**src/verilog/vldu_defs.svh**
```systemverilog
`ifndef VLDU_DEFS_SVH
`define VLDU_DEFS_SVH

// Number of lanes behind the load unit
`define VLDU_NR_LANES 2

// Bytes in one lane word of the VRF
`define VLDU_LANE_BYTES 8

// One read beat covers exactly one full VRF word
`define VLDU_BEAT_BYTES (`VLDU_NR_LANES * `VLDU_LANE_BYTES)

// In-flight instructions between accept and commit
`define VLDU_INSN_DEPTH 4

// Words waiting for lane grants
`define VLDU_RESULT_DEPTH 2

// Per-lane words in one vector register, stride of vd in the lane address
`define VLDU_REG_WORDS 8

`endif

```
**src/verilog/vldu_pkg.sv**
```systemverilog
`include "vldu_defs.svh"

package vldu_pkg;

  // Instruction id, unique while in flight
  typedef logic [1:0] vid_t;
  // Vector register number
  typedef logic [4:0] vreg_t;
  // Vector length in elements
  typedef logic [7:0] vl_t;
  // Element width code, 0..3 for 8..64 bit elements
  typedef logic [1:0] vsew_t;
  // Byte count, large enough for vl shifted by the widest element
  typedef logic [10:0] vbytes_t;
  // Lane word address in the VRF
  typedef logic [7:0] vaddr_t;

  typedef logic [`VLDU_LANE_BYTES*8-1:0] elen_t;
  typedef logic [`VLDU_LANE_BYTES-1:0]   strb_t;
  typedef logic [`VLDU_BEAT_BYTES*8-1:0] beat_t;

  // Load request from the sequencer
  typedef struct packed {
    vid_t  id;
    vreg_t vd;
    vl_t   vl;
    vsew_t vsew;
  } insn_t;

  // One VRF word on its way to the lanes
  typedef struct packed {
    vid_t                         id;
    vaddr_t                       addr;
    elen_t [`VLDU_NR_LANES-1:0]   wdata;
    strb_t [`VLDU_NR_LANES-1:0]   be;
    // Final word of the instruction
    logic                         last;
  } result_t;

endpackage

```
**src/verilog/vldu_insn_queue.sv**
```systemverilog
`timescale 1ns/1ps
`include "vldu_defs.svh"

module vldu_insn_queue (
  input  logic            clk_i,
  input  logic            rst_ni,
  // Sequencer side
  input  vldu_pkg::insn_t insn_i,
  input  logic            insn_valid_i,
  output logic            insn_ready_o,
  // Execute stage side
  output vldu_pkg::insn_t issue_insn_o,
  output logic            issue_valid_o,
  input  logic            issue_done_i,
  // Final word of the oldest instruction left the result queue
  input  logic            commit_i
);

  import vldu_pkg::*;

  localparam int unsigned PNT_W = $clog2(`VLDU_INSN_DEPTH);
  localparam int unsigned CNT_W = $clog2(`VLDU_INSN_DEPTH + 1);

  // Instruction storage, payload only
  insn_t insn_mem [`VLDU_INSN_DEPTH];

  // Slot pointers for accept and issue, commit is tracked by its count
  logic [PNT_W-1:0] accept_pnt_q;
  logic [PNT_W-1:0] issue_pnt_q;

  // Entries still waiting to issue, and entries not yet committed
  logic [CNT_W-1:0] issue_cnt_q, issue_cnt_d;
  logic [CNT_W-1:0] commit_cnt_q, commit_cnt_d;

  logic accept;

  // Room as long as fewer than four loads sit between accept and commit
  assign insn_ready_o  = (commit_cnt_q != CNT_W'(`VLDU_INSN_DEPTH));
  assign accept        = insn_valid_i && insn_ready_o;
  assign issue_valid_o = (issue_cnt_q != '0);
  assign issue_insn_o  = insn_mem[issue_pnt_q];

  always_comb begin
    issue_cnt_d  = issue_cnt_q;
    commit_cnt_d = commit_cnt_q;
    // Accept and issue can meet in the same cycle
    case ({accept, issue_done_i})
      2'b10:   issue_cnt_d = issue_cnt_q + 1'b1;
      2'b01:   issue_cnt_d = issue_cnt_q - 1'b1;
      default: issue_cnt_d = issue_cnt_q;
    endcase
    // Same for accept against commit
    case ({accept, commit_i})
      2'b10:   commit_cnt_d = commit_cnt_q + 1'b1;
      2'b01:   commit_cnt_d = commit_cnt_q - 1'b1;
      default: commit_cnt_d = commit_cnt_q;
    endcase
  end

  always_ff @(posedge clk_i or negedge rst_ni) begin
    if (!rst_ni) begin
      accept_pnt_q <= '0;
      issue_pnt_q  <= '0;
      issue_cnt_q  <= '0;
      commit_cnt_q <= '0;
    end else begin
      issue_cnt_q  <= issue_cnt_d;
      commit_cnt_q <= commit_cnt_d;
      // Depth is a power of two, pointers wrap by themselves
      if (accept) begin
        accept_pnt_q <= accept_pnt_q + 1'b1;
      end
      if (issue_done_i) begin
        issue_pnt_q <= issue_pnt_q + 1'b1;
      end
    end
  end

  // Write the accepted load into its slot
  always_ff @(posedge clk_i) begin
    if (accept) begin
      insn_mem[accept_pnt_q] <= insn_i;
    end
  end

endmodule

```
**src/verilog/vldu_beat_unpack.sv**
```systemverilog
`timescale 1ns/1ps
`include "vldu_defs.svh"

module vldu_beat_unpack (
  input  logic              clk_i,
  input  logic              rst_ni,
  // Instruction at the issue pointer
  input  vldu_pkg::insn_t   issue_insn_i,
  input  logic              issue_valid_i,
  output logic              issue_done_o,
  // Read data from memory
  input  vldu_pkg::beat_t   r_data_i,
  input  logic              r_valid_i,
  output logic              r_ready_o,
  // Result queue side
  input  logic              full_i,
  output logic              push_o,
  output vldu_pkg::result_t push_data_o
);

  import vldu_pkg::*;

  localparam int unsigned LANE_BITS = `VLDU_LANE_BYTES * 8;

  // Set once the current instruction has consumed its first beat
  logic    active_q;
  vbytes_t rem_q;
  vaddr_t  word_q;

  vbytes_t rem_cur;
  vbytes_t rem_next;
  vaddr_t  word_cur;
  logic    last_word;
  logic    beat_fire;

  // A fresh instruction starts from vl scaled to bytes and word zero
  assign rem_cur  = active_q ? rem_q : (vbytes_t'(issue_insn_i.vl) << issue_insn_i.vsew);
  assign word_cur = active_q ? word_q : '0;

  // One beat retires a full VRF word, floored at zero
  assign rem_next  = (rem_cur > vbytes_t'(`VLDU_BEAT_BYTES)) ?
                     rem_cur - vbytes_t'(`VLDU_BEAT_BYTES) : '0;
  assign last_word = (rem_next == '0);

  // Beat is taken only with a load to feed and space downstream
  assign r_ready_o    = r_valid_i && issue_valid_i && !full_i;
  assign beat_fire    = r_ready_o;
  assign push_o       = beat_fire;
  assign issue_done_o = beat_fire && last_word;

  always_comb begin
    push_data_o.id   = issue_insn_i.id;
    // Register base plus word offset inside the register group
    push_data_o.addr = vaddr_t'(vaddr_t'(issue_insn_i.vd) * `VLDU_REG_WORDS + word_cur);
    push_data_o.last = last_word;
    for (int l = 0; l < `VLDU_NR_LANES; l++) begin
      // Sequential mapping, lane l owns beat bytes 8l to 8l+7
      push_data_o.wdata[l] = r_data_i[l*LANE_BITS +: LANE_BITS];
      for (int b = 0; b < `VLDU_LANE_BYTES; b++) begin
        // Bytes past the end of the vector stay disabled
        push_data_o.be[l][b] = (vbytes_t'(l * `VLDU_LANE_BYTES + b) < rem_cur);
      end
    end
  end

  always_ff @(posedge clk_i or negedge rst_ni) begin
    if (!rst_ni) begin
      active_q <= 1'b0;
      rem_q    <= '0;
      word_q   <= '0;
    end else if (beat_fire) begin
      if (last_word) begin
        // Next load reloads its own byte count
        active_q <= 1'b0;
        rem_q    <= '0;
        word_q   <= '0;
      end else begin
        active_q <= 1'b1;
        rem_q    <= rem_next;
        word_q   <= word_cur + 1'b1;
      end
    end
  end

endmodule

```
**src/verilog/vldu_result_queue.sv**
```systemverilog
`timescale 1ns/1ps
`include "vldu_defs.svh"

module vldu_result_queue (
  input  logic                                   clk_i,
  input  logic                                   rst_ni,
  // Execute stage side
  input  logic                                   push_i,
  input  vldu_pkg::result_t                      push_data_i,
  output logic                                   full_o,
  // Lane side
  output logic             [`VLDU_NR_LANES-1:0]  lane_req_o,
  output vldu_pkg::vid_t   [`VLDU_NR_LANES-1:0]  lane_id_o,
  output vldu_pkg::vaddr_t [`VLDU_NR_LANES-1:0]  lane_addr_o,
  output vldu_pkg::elen_t  [`VLDU_NR_LANES-1:0]  lane_wdata_o,
  output vldu_pkg::strb_t  [`VLDU_NR_LANES-1:0]  lane_be_o,
  input  logic             [`VLDU_NR_LANES-1:0]  lane_gnt_i,
  // Completion
  output logic                                   commit_o,
  output logic                                   done_o,
  output vldu_pkg::vid_t                         done_id_o
);

  import vldu_pkg::*;

  localparam int unsigned PNT_W = $clog2(`VLDU_RESULT_DEPTH);
  localparam int unsigned CNT_W = $clog2(`VLDU_RESULT_DEPTH + 1);

  result_t entry_q [`VLDU_RESULT_DEPTH];

  // Lanes that still owe a grant, per entry
  logic [`VLDU_RESULT_DEPTH-1:0][`VLDU_NR_LANES-1:0] pend_q, pend_d;

  logic [PNT_W-1:0] wr_pnt_q;
  logic [PNT_W-1:0] rd_pnt_q;
  logic [CNT_W-1:0] cnt_q, cnt_d;

  result_t head;
  logic    pop;
  logic    done_q;
  vid_t    done_id_q;

  assign head   = entry_q[rd_pnt_q];
  assign full_o = (cnt_q == CNT_W'(`VLDU_RESULT_DEPTH));

  // Head entry goes to every lane at once
  always_comb begin
    for (int l = 0; l < `VLDU_NR_LANES; l++) begin
      lane_req_o[l]   = pend_q[rd_pnt_q][l];
      lane_id_o[l]    = head.id;
      lane_addr_o[l]  = head.addr;
      lane_wdata_o[l] = head.wdata[l];
      lane_be_o[l]    = head.be[l];
    end
  end

  always_comb begin
    pend_d = pend_q;
    // Granted lanes drop their request next cycle
    pend_d[rd_pnt_q] = pend_q[rd_pnt_q] & ~lane_gnt_i;
    // Pop as soon as the last outstanding lane is granted
    pop = (cnt_q != '0) && (pend_d[rd_pnt_q] == '0);
    // New word requests every lane
    if (push_i) begin
      pend_d[wr_pnt_q] = '1;
    end
    case ({push_i, pop})
      2'b10:   cnt_d = cnt_q + 1'b1;
      2'b01:   cnt_d = cnt_q - 1'b1;
      default: cnt_d = cnt_q;
    endcase
  end

  always_ff @(posedge clk_i or negedge rst_ni) begin
    if (!rst_ni) begin
      pend_q   <= '0;
      wr_pnt_q <= '0;
      rd_pnt_q <= '0;
      cnt_q    <= '0;
      done_q   <= 1'b0;
    end else begin
      pend_q <= pend_d;
      cnt_q  <= cnt_d;
      if (push_i) begin
        wr_pnt_q <= wr_pnt_q + 1'b1;
      end
      if (pop) begin
        rd_pnt_q <= rd_pnt_q + 1'b1;
      end
      // Final word of a load fully written
      done_q <= pop && head.last;
    end
  end

  always_ff @(posedge clk_i) begin
    if (push_i) begin
      entry_q[wr_pnt_q] <= push_data_i;
    end
    if (pop) begin
      done_id_q <= head.id;
    end
  end

  // One pulse frees the decode entry and reports completion
  assign done_o    = done_q;
  assign commit_o  = done_q;
  assign done_id_o = done_id_q;

endmodule

```
**src/verilog/vldu_top.sv**
```systemverilog
`timescale 1ns/1ps
`include "vldu_defs.svh"

module vldu_top (
  input  logic                                   clk_i,
  input  logic                                   rst_ni,
  // Sequencer side
  input  vldu_pkg::insn_t                        insn_i,
  input  logic                                   insn_valid_i,
  output logic                                   insn_ready_o,
  // Memory read data
  input  vldu_pkg::beat_t                        r_data_i,
  input  logic                                   r_valid_i,
  output logic                                   r_ready_o,
  // Lane write ports
  output logic             [`VLDU_NR_LANES-1:0]  lane_req_o,
  output vldu_pkg::vid_t   [`VLDU_NR_LANES-1:0]  lane_id_o,
  output vldu_pkg::vaddr_t [`VLDU_NR_LANES-1:0]  lane_addr_o,
  output vldu_pkg::elen_t  [`VLDU_NR_LANES-1:0]  lane_wdata_o,
  output vldu_pkg::strb_t  [`VLDU_NR_LANES-1:0]  lane_be_o,
  input  logic             [`VLDU_NR_LANES-1:0]  lane_gnt_i,
  // Completion
  output logic                                   done_o,
  output vldu_pkg::vid_t                         done_id_o
);

  import vldu_pkg::*;

  // Decode to execute
  insn_t   issue_insn;
  logic    issue_valid;
  logic    issue_done;
  // Execute to result
  logic    push;
  result_t push_data;
  logic    full;
  // Result back to decode
  logic    commit;

  vldu_insn_queue u_insn_queue (
    .clk_i         (clk_i),
    .rst_ni        (rst_ni),
    .insn_i        (insn_i),
    .insn_valid_i  (insn_valid_i),
    .insn_ready_o  (insn_ready_o),
    .issue_insn_o  (issue_insn),
    .issue_valid_o (issue_valid),
    .issue_done_i  (issue_done),
    .commit_i      (commit)
  );

  vldu_beat_unpack u_beat_unpack (
    .clk_i         (clk_i),
    .rst_ni        (rst_ni),
    .issue_insn_i  (issue_insn),
    .issue_valid_i (issue_valid),
    .issue_done_o  (issue_done),
    .r_data_i      (r_data_i),
    .r_valid_i     (r_valid_i),
    .r_ready_o     (r_ready_o),
    .full_i        (full),
    .push_o        (push),
    .push_data_o   (push_data)
  );

  vldu_result_queue u_result_queue (
    .clk_i        (clk_i),
    .rst_ni       (rst_ni),
    .push_i       (push),
    .push_data_i  (push_data),
    .full_o       (full),
    .lane_req_o   (lane_req_o),
    .lane_id_o    (lane_id_o),
    .lane_addr_o  (lane_addr_o),
    .lane_wdata_o (lane_wdata_o),
    .lane_be_o    (lane_be_o),
    .lane_gnt_i   (lane_gnt_i),
    .commit_o     (commit),
    .done_o       (done_o),
    .done_id_o    (done_id_o)
  );

endmodule

```
**config.mk**
```make
export PLATFORM = sky130hd
export DESIGN_NAME = vldu_top
export DESIGN_NICKNAME = d
export VERILOG_FILES = /design/src/verilog/vldu_pkg.sv /design/src/verilog/vldu_insn_queue.sv /design/src/verilog/vldu_beat_unpack.sv /design/src/verilog/vldu_result_queue.sv /design/src/verilog/vldu_top.sv
export VERILOG_INCLUDE_DIRS = /design/src /design/src/verilog
export SDC_FILE = /design/constraint.sdc
export NUM_CORES = 1
export LEC_CHECK = 0
export ABC_CLOCK_PERIOD_IN_PS = 6500
export BUFFER_PORTS_ARGS = -buffer_cell sky130_fd_sc_hd__buf_4
export CAP_MARGIN = 15
export CORE_ASPECT_RATIO = 0.7
export CORE_MARGIN = 8
export CORE_UTILIZATION = 40
export CTS_CLUSTER_SIZE = 8
export DETAILED_ROUTE_END_ITERATION = 7
export HOLD_SLACK_MARGIN = 0.03
export SYNTH_ARGS = -nofsm -noshare
export SYNTH_HDL_FRONTEND = slang
export SYNTH_HIERARCHICAL = 1
export SYNTH_SLANG_ARGS = --single-unit
```
**constraint.sdc**
```tcl
create_clock -name clk_i -period 6.5 [get_ports clk_i]
set_input_delay 1.3 -clock clk_i [delete_from_list [all_inputs] [get_ports clk_i]]
set_output_delay 1.3 -clock clk_i [all_outputs]
set_load 0.01 [all_outputs]
```
==> impl_metrics.csv <==
group,metric,value,unit
clocking,clock_latency,0.56,ns
global_routing,grt_pass1_wl,56400,um
clocking,clock-root-buffer,"clkbuf_16",
run_status,status,"completed",
setup_path,worstSetupStartpointType,"flip-flop",
power_and_ir_drop,p_leak,8.20,nW
detailed_routing,drtIter0Drc,469,
power_and_ir_drop,share_comb_of_total_power,37.0,%
clocking,cts_max_level,2,
clocking,numCtsBuffers,58,
synth,synthArstFlopShare,9.31,%
synth,synth-seq-cells,419,
cells_and_area,final_cell_mix,"edfxtp_1 (380), buf_4 (324), mux2_4 (94)",
setup_path,crit_fanout,12,
sta,period_minus_slack,5.31,ns
power_and_ir_drop,p_switching,3.41,mW
floorplan,rows,65,
setup_path,worstPathRequired,6.98,ns
place,portBuffers,321,
sta,setup_tns,0,ns
synth,synth.top_cell.area_share,63.2,%
place,preCtsSetupSlack,1.18,ns
floorplan,coreArea,44800,um^2
detailed_routing,ant_nets,0,
sta,setup_violations,0,
global_routing,antenna_found_initial,1,
setup_path,arrival,5.79,ns
global_routing,grt_max_degree,98,
sta,drv_slew,0,
clocking,cts_resized,0,
synth,synthCells,1033,
cells_and_area,drive_gt1_share,46.4,%
sta,tightest_slew,1.01,ns
clocking,hold_buffers,0,
sta,fmax,0.188,GHz
synth,synth-edff-count,380,
clocking,cts_tree,"built",
cells_and_area,syn2layout_area_growth,19.5,%
hold_path,hp-class,"flip-flop to flip-flop",
detailed_routing,post-route-drc-count,0,
floorplan,die_area,52300,um^2
cells_and_area,fin_util,48.2,%
sta,hold_ws,0.460,ns
power_and_ir_drop,power.internal,7.43,mW
job,cap_violations,0,
detailed_routing,avgRoutedWirePerCell,19.9,um
floorplan,fp.dieW,270,um
global_routing,gr-total-overflow,0,
global_routing,grt.total_usage,13.7,%
cells_and_area,n_fill_cell,3813,
clocking,clkSinkCount,419,
sta,relSlewSlack,32.6,%
floorplan,chipHeight,194,um
power_and_ir_drop,clock_power_share,24.9,%
clocking,clock_path_buffers,3,
sta,hold_viol,0,
synth,synth_nets,1201,
detailed_routing,viasPerCell,4.78,
clocking,clk_pin_slew,0.05,ns
cells_and_area,nets,1408,
power_and_ir_drop,powerDensity,502,nW/um^2
setup_path,cp-end-kind,"flip-flop",
power_and_ir_drop,switching_share,31.4,%
place,hpwl,25100,um
sta,finClkSkew,0.0123,ns
place,gp_congestion,0.827,
floorplan,start_util,40.3,%
synth,synth.area.top_cells,"edfxtp_1 (63%), mux2_4 (7.8%), buf_4 (6.1%), dfrtp_1 (5.4%), mux2_2 (3.9%)",
power_and_ir_drop,seq_power_share,38.0,%
sta,final.period_utilization,81.7,%
cells_and_area,antennaDiodeCount,0,
synth,yosys_warnings,6,
sta,rsz0062_at_grt,"false",
cells_and_area,final_common_cell,"edfxtp_1",
floorplan,io_pins,322,
power_and_ir_drop,ir_worst_vdd,0.258,mV
synth,synth-main-ff-cell,"edfxtp_1",
synth,syn_area,18100,um^2
setup_path,worstSetupPathType,"flip-flop to flip-flop",
synth,avgSynthCellArea,17.5,um^2
synth,ys_seq_area_share,68.6,%
detailed_routing,vias,8942,
global_routing,grt_pass1_vias,9451,
synth,synth_cell_types,62,
detailed_routing,first_pass_iters,4,
synth,synth_area_leader_cell,"edfxtp_1",
clocking,postCtsSetupBuffers,0,
sta,fin_ws,1.19,ns
detailed_routing,wirelength,37100,um
-- per-stage QoR --
| stage | power, mW | std cells | cell area (um^2) |
|---|---|---|---|
| final | 10.8 | 1870 | 21600 |
| after global routing | 11.4 | 1870 | 21600 |
| after CTS | 11.0 | 1870 | 21600 |
| after detailed placement | 8.24 | 1783 | 20000 |
| after global placement | 8.18 | 1783 | 20000 |
| after floorplan | 6.96 | 1033 | 18100 |
-- cells in the mapped netlist, types with 9 or more instances --
cell / instances
nand2_1: 47
mux2_4: 94
a21oi_1: 11
and2_1: 9
nor2_1: 10
o21ai_0: 16
o31ai_1: 9
ha_1: 14
edfxtp_1: 380
buf_2: 10
xnor2_1: 11
buf_4: 146
xor2_1: 11
mux2i_1: 12
dfrtp_1: 39
mux4_2: 18
buf_6: 17
inv_1: 26
mux2_2: 62
-- routing by layer --
metal | part of all wire [%] | global-route usage, % | vias to the layer above
met1 | 43 | 17.8 | 4482
met3 | 8.5 | 4.98 | 61
met5 | 0.027 | 0 | -
met2 | 46 | 21.6 | 281
met4 | 2.3 | 3.98 | 2
li1 | - | - | 4116
-- kinds of logic after synthesis --
group,synth area share [%]
flops,68.6
mux,14.9
simple gates,3.07
xor+xnor,1.16
fa+ha+maj,1.30
buf+inv,8.13
compound gates,2.87
-- path summary, 6_finish.rpt --
kind | startpoint | to | slack, ns | depth (start not counted)
worst max-delay path | u_insn_queue/issue_pnt_q[0] | u_insn_queue/issue_cnt_q[2] | 1.19 | 15
worst min-delay path | u_insn_queue/issue_cnt_q[2] | u_insn_queue/issue_cnt_q[2] | 0.46 | 1
worst max register to register | u_insn_queue/issue_pnt_q[0] | u_insn_queue/issue_cnt_q[2] | 1.19 | 15
worst min register to register | u_insn_queue/issue_cnt_q[2] | u_insn_queue/issue_cnt_q[2] | 0.46 | 1
max in group asynchronous | rst_ni | u_result_queue/rd_pnt_q | 5.39 | 1
min in group asynchronous | rst_ni | u_insn_queue/accept_pnt_q[1] | 0.71 | 1
-- registers in the layout, indices dropped and copies added, names as in the netlist --
register,cells
u_insn_queue/accept_pnt_q,2
u_result_queue/pend_q,4
u_result_queue/cnt_q,2
u_result_queue/entry_q,310
u_beat_unpack/active_q,1
u_result_queue/done_id_o,2
u_insn_queue/insn_mem,68
u_result_queue/rd_pnt_q,1
u_beat_unpack/rem_q,11
u_result_queue/commit_o,1
u_result_queue/wr_pnt_q,1
u_insn_queue/commit_cnt_q,3
u_insn_queue/issue_cnt_q,3
u_insn_queue/issue_pnt_q,2
u_beat_unpack/word_q,8
-- worst max-delay path, stage by stage (launching register included) --
cell and delay [ns]:
dfrtp_1 0.66, buf_4 0.35, mux4_2 0.59, mux4_2 0.52, mux2i_4 0.19, and3_4 0.26
and3_1 0.40, a31o_1 0.41, or2_1 0.51, and2_1 0.28, ha_1 0.20, inv_1 0.06
fa_1 0.37, xor2_1 0.15, nor2_1 0.11, xor2_1 0.16
-- area by class of cell --
type / instances / area (um^2) / share of cell area (%)
Tap cell: 603 / 754 / 3.49
Clock inverter: 1 / 3.75 / 0.0174
Sequential cell: 419 / 12400 / 57.4
Timing Repair Buffer: 327 / 2490 / 11.5
Clock buffer: 86 / 1630 / 7.55
Multi-Input combinational cell: 406 / 4210 / 19.5
Inverter: 28 / 110 / 0.510
-- power groups by stage --
stage | registers [mW] | clock network [mW] | logic, mW
floorplan | 4.09 | 0 | 2.87
global placement | 4.14 | 0 | 4.04
detailed placement | 4.17 | 0 | 4.07
CTS | 4.13 | 2.81 | 4.09
global route | 4.19 | 2.91 | 4.34
finish | 4.12 | 2.70 | 4.01
(Power assumes the default switching activity.)
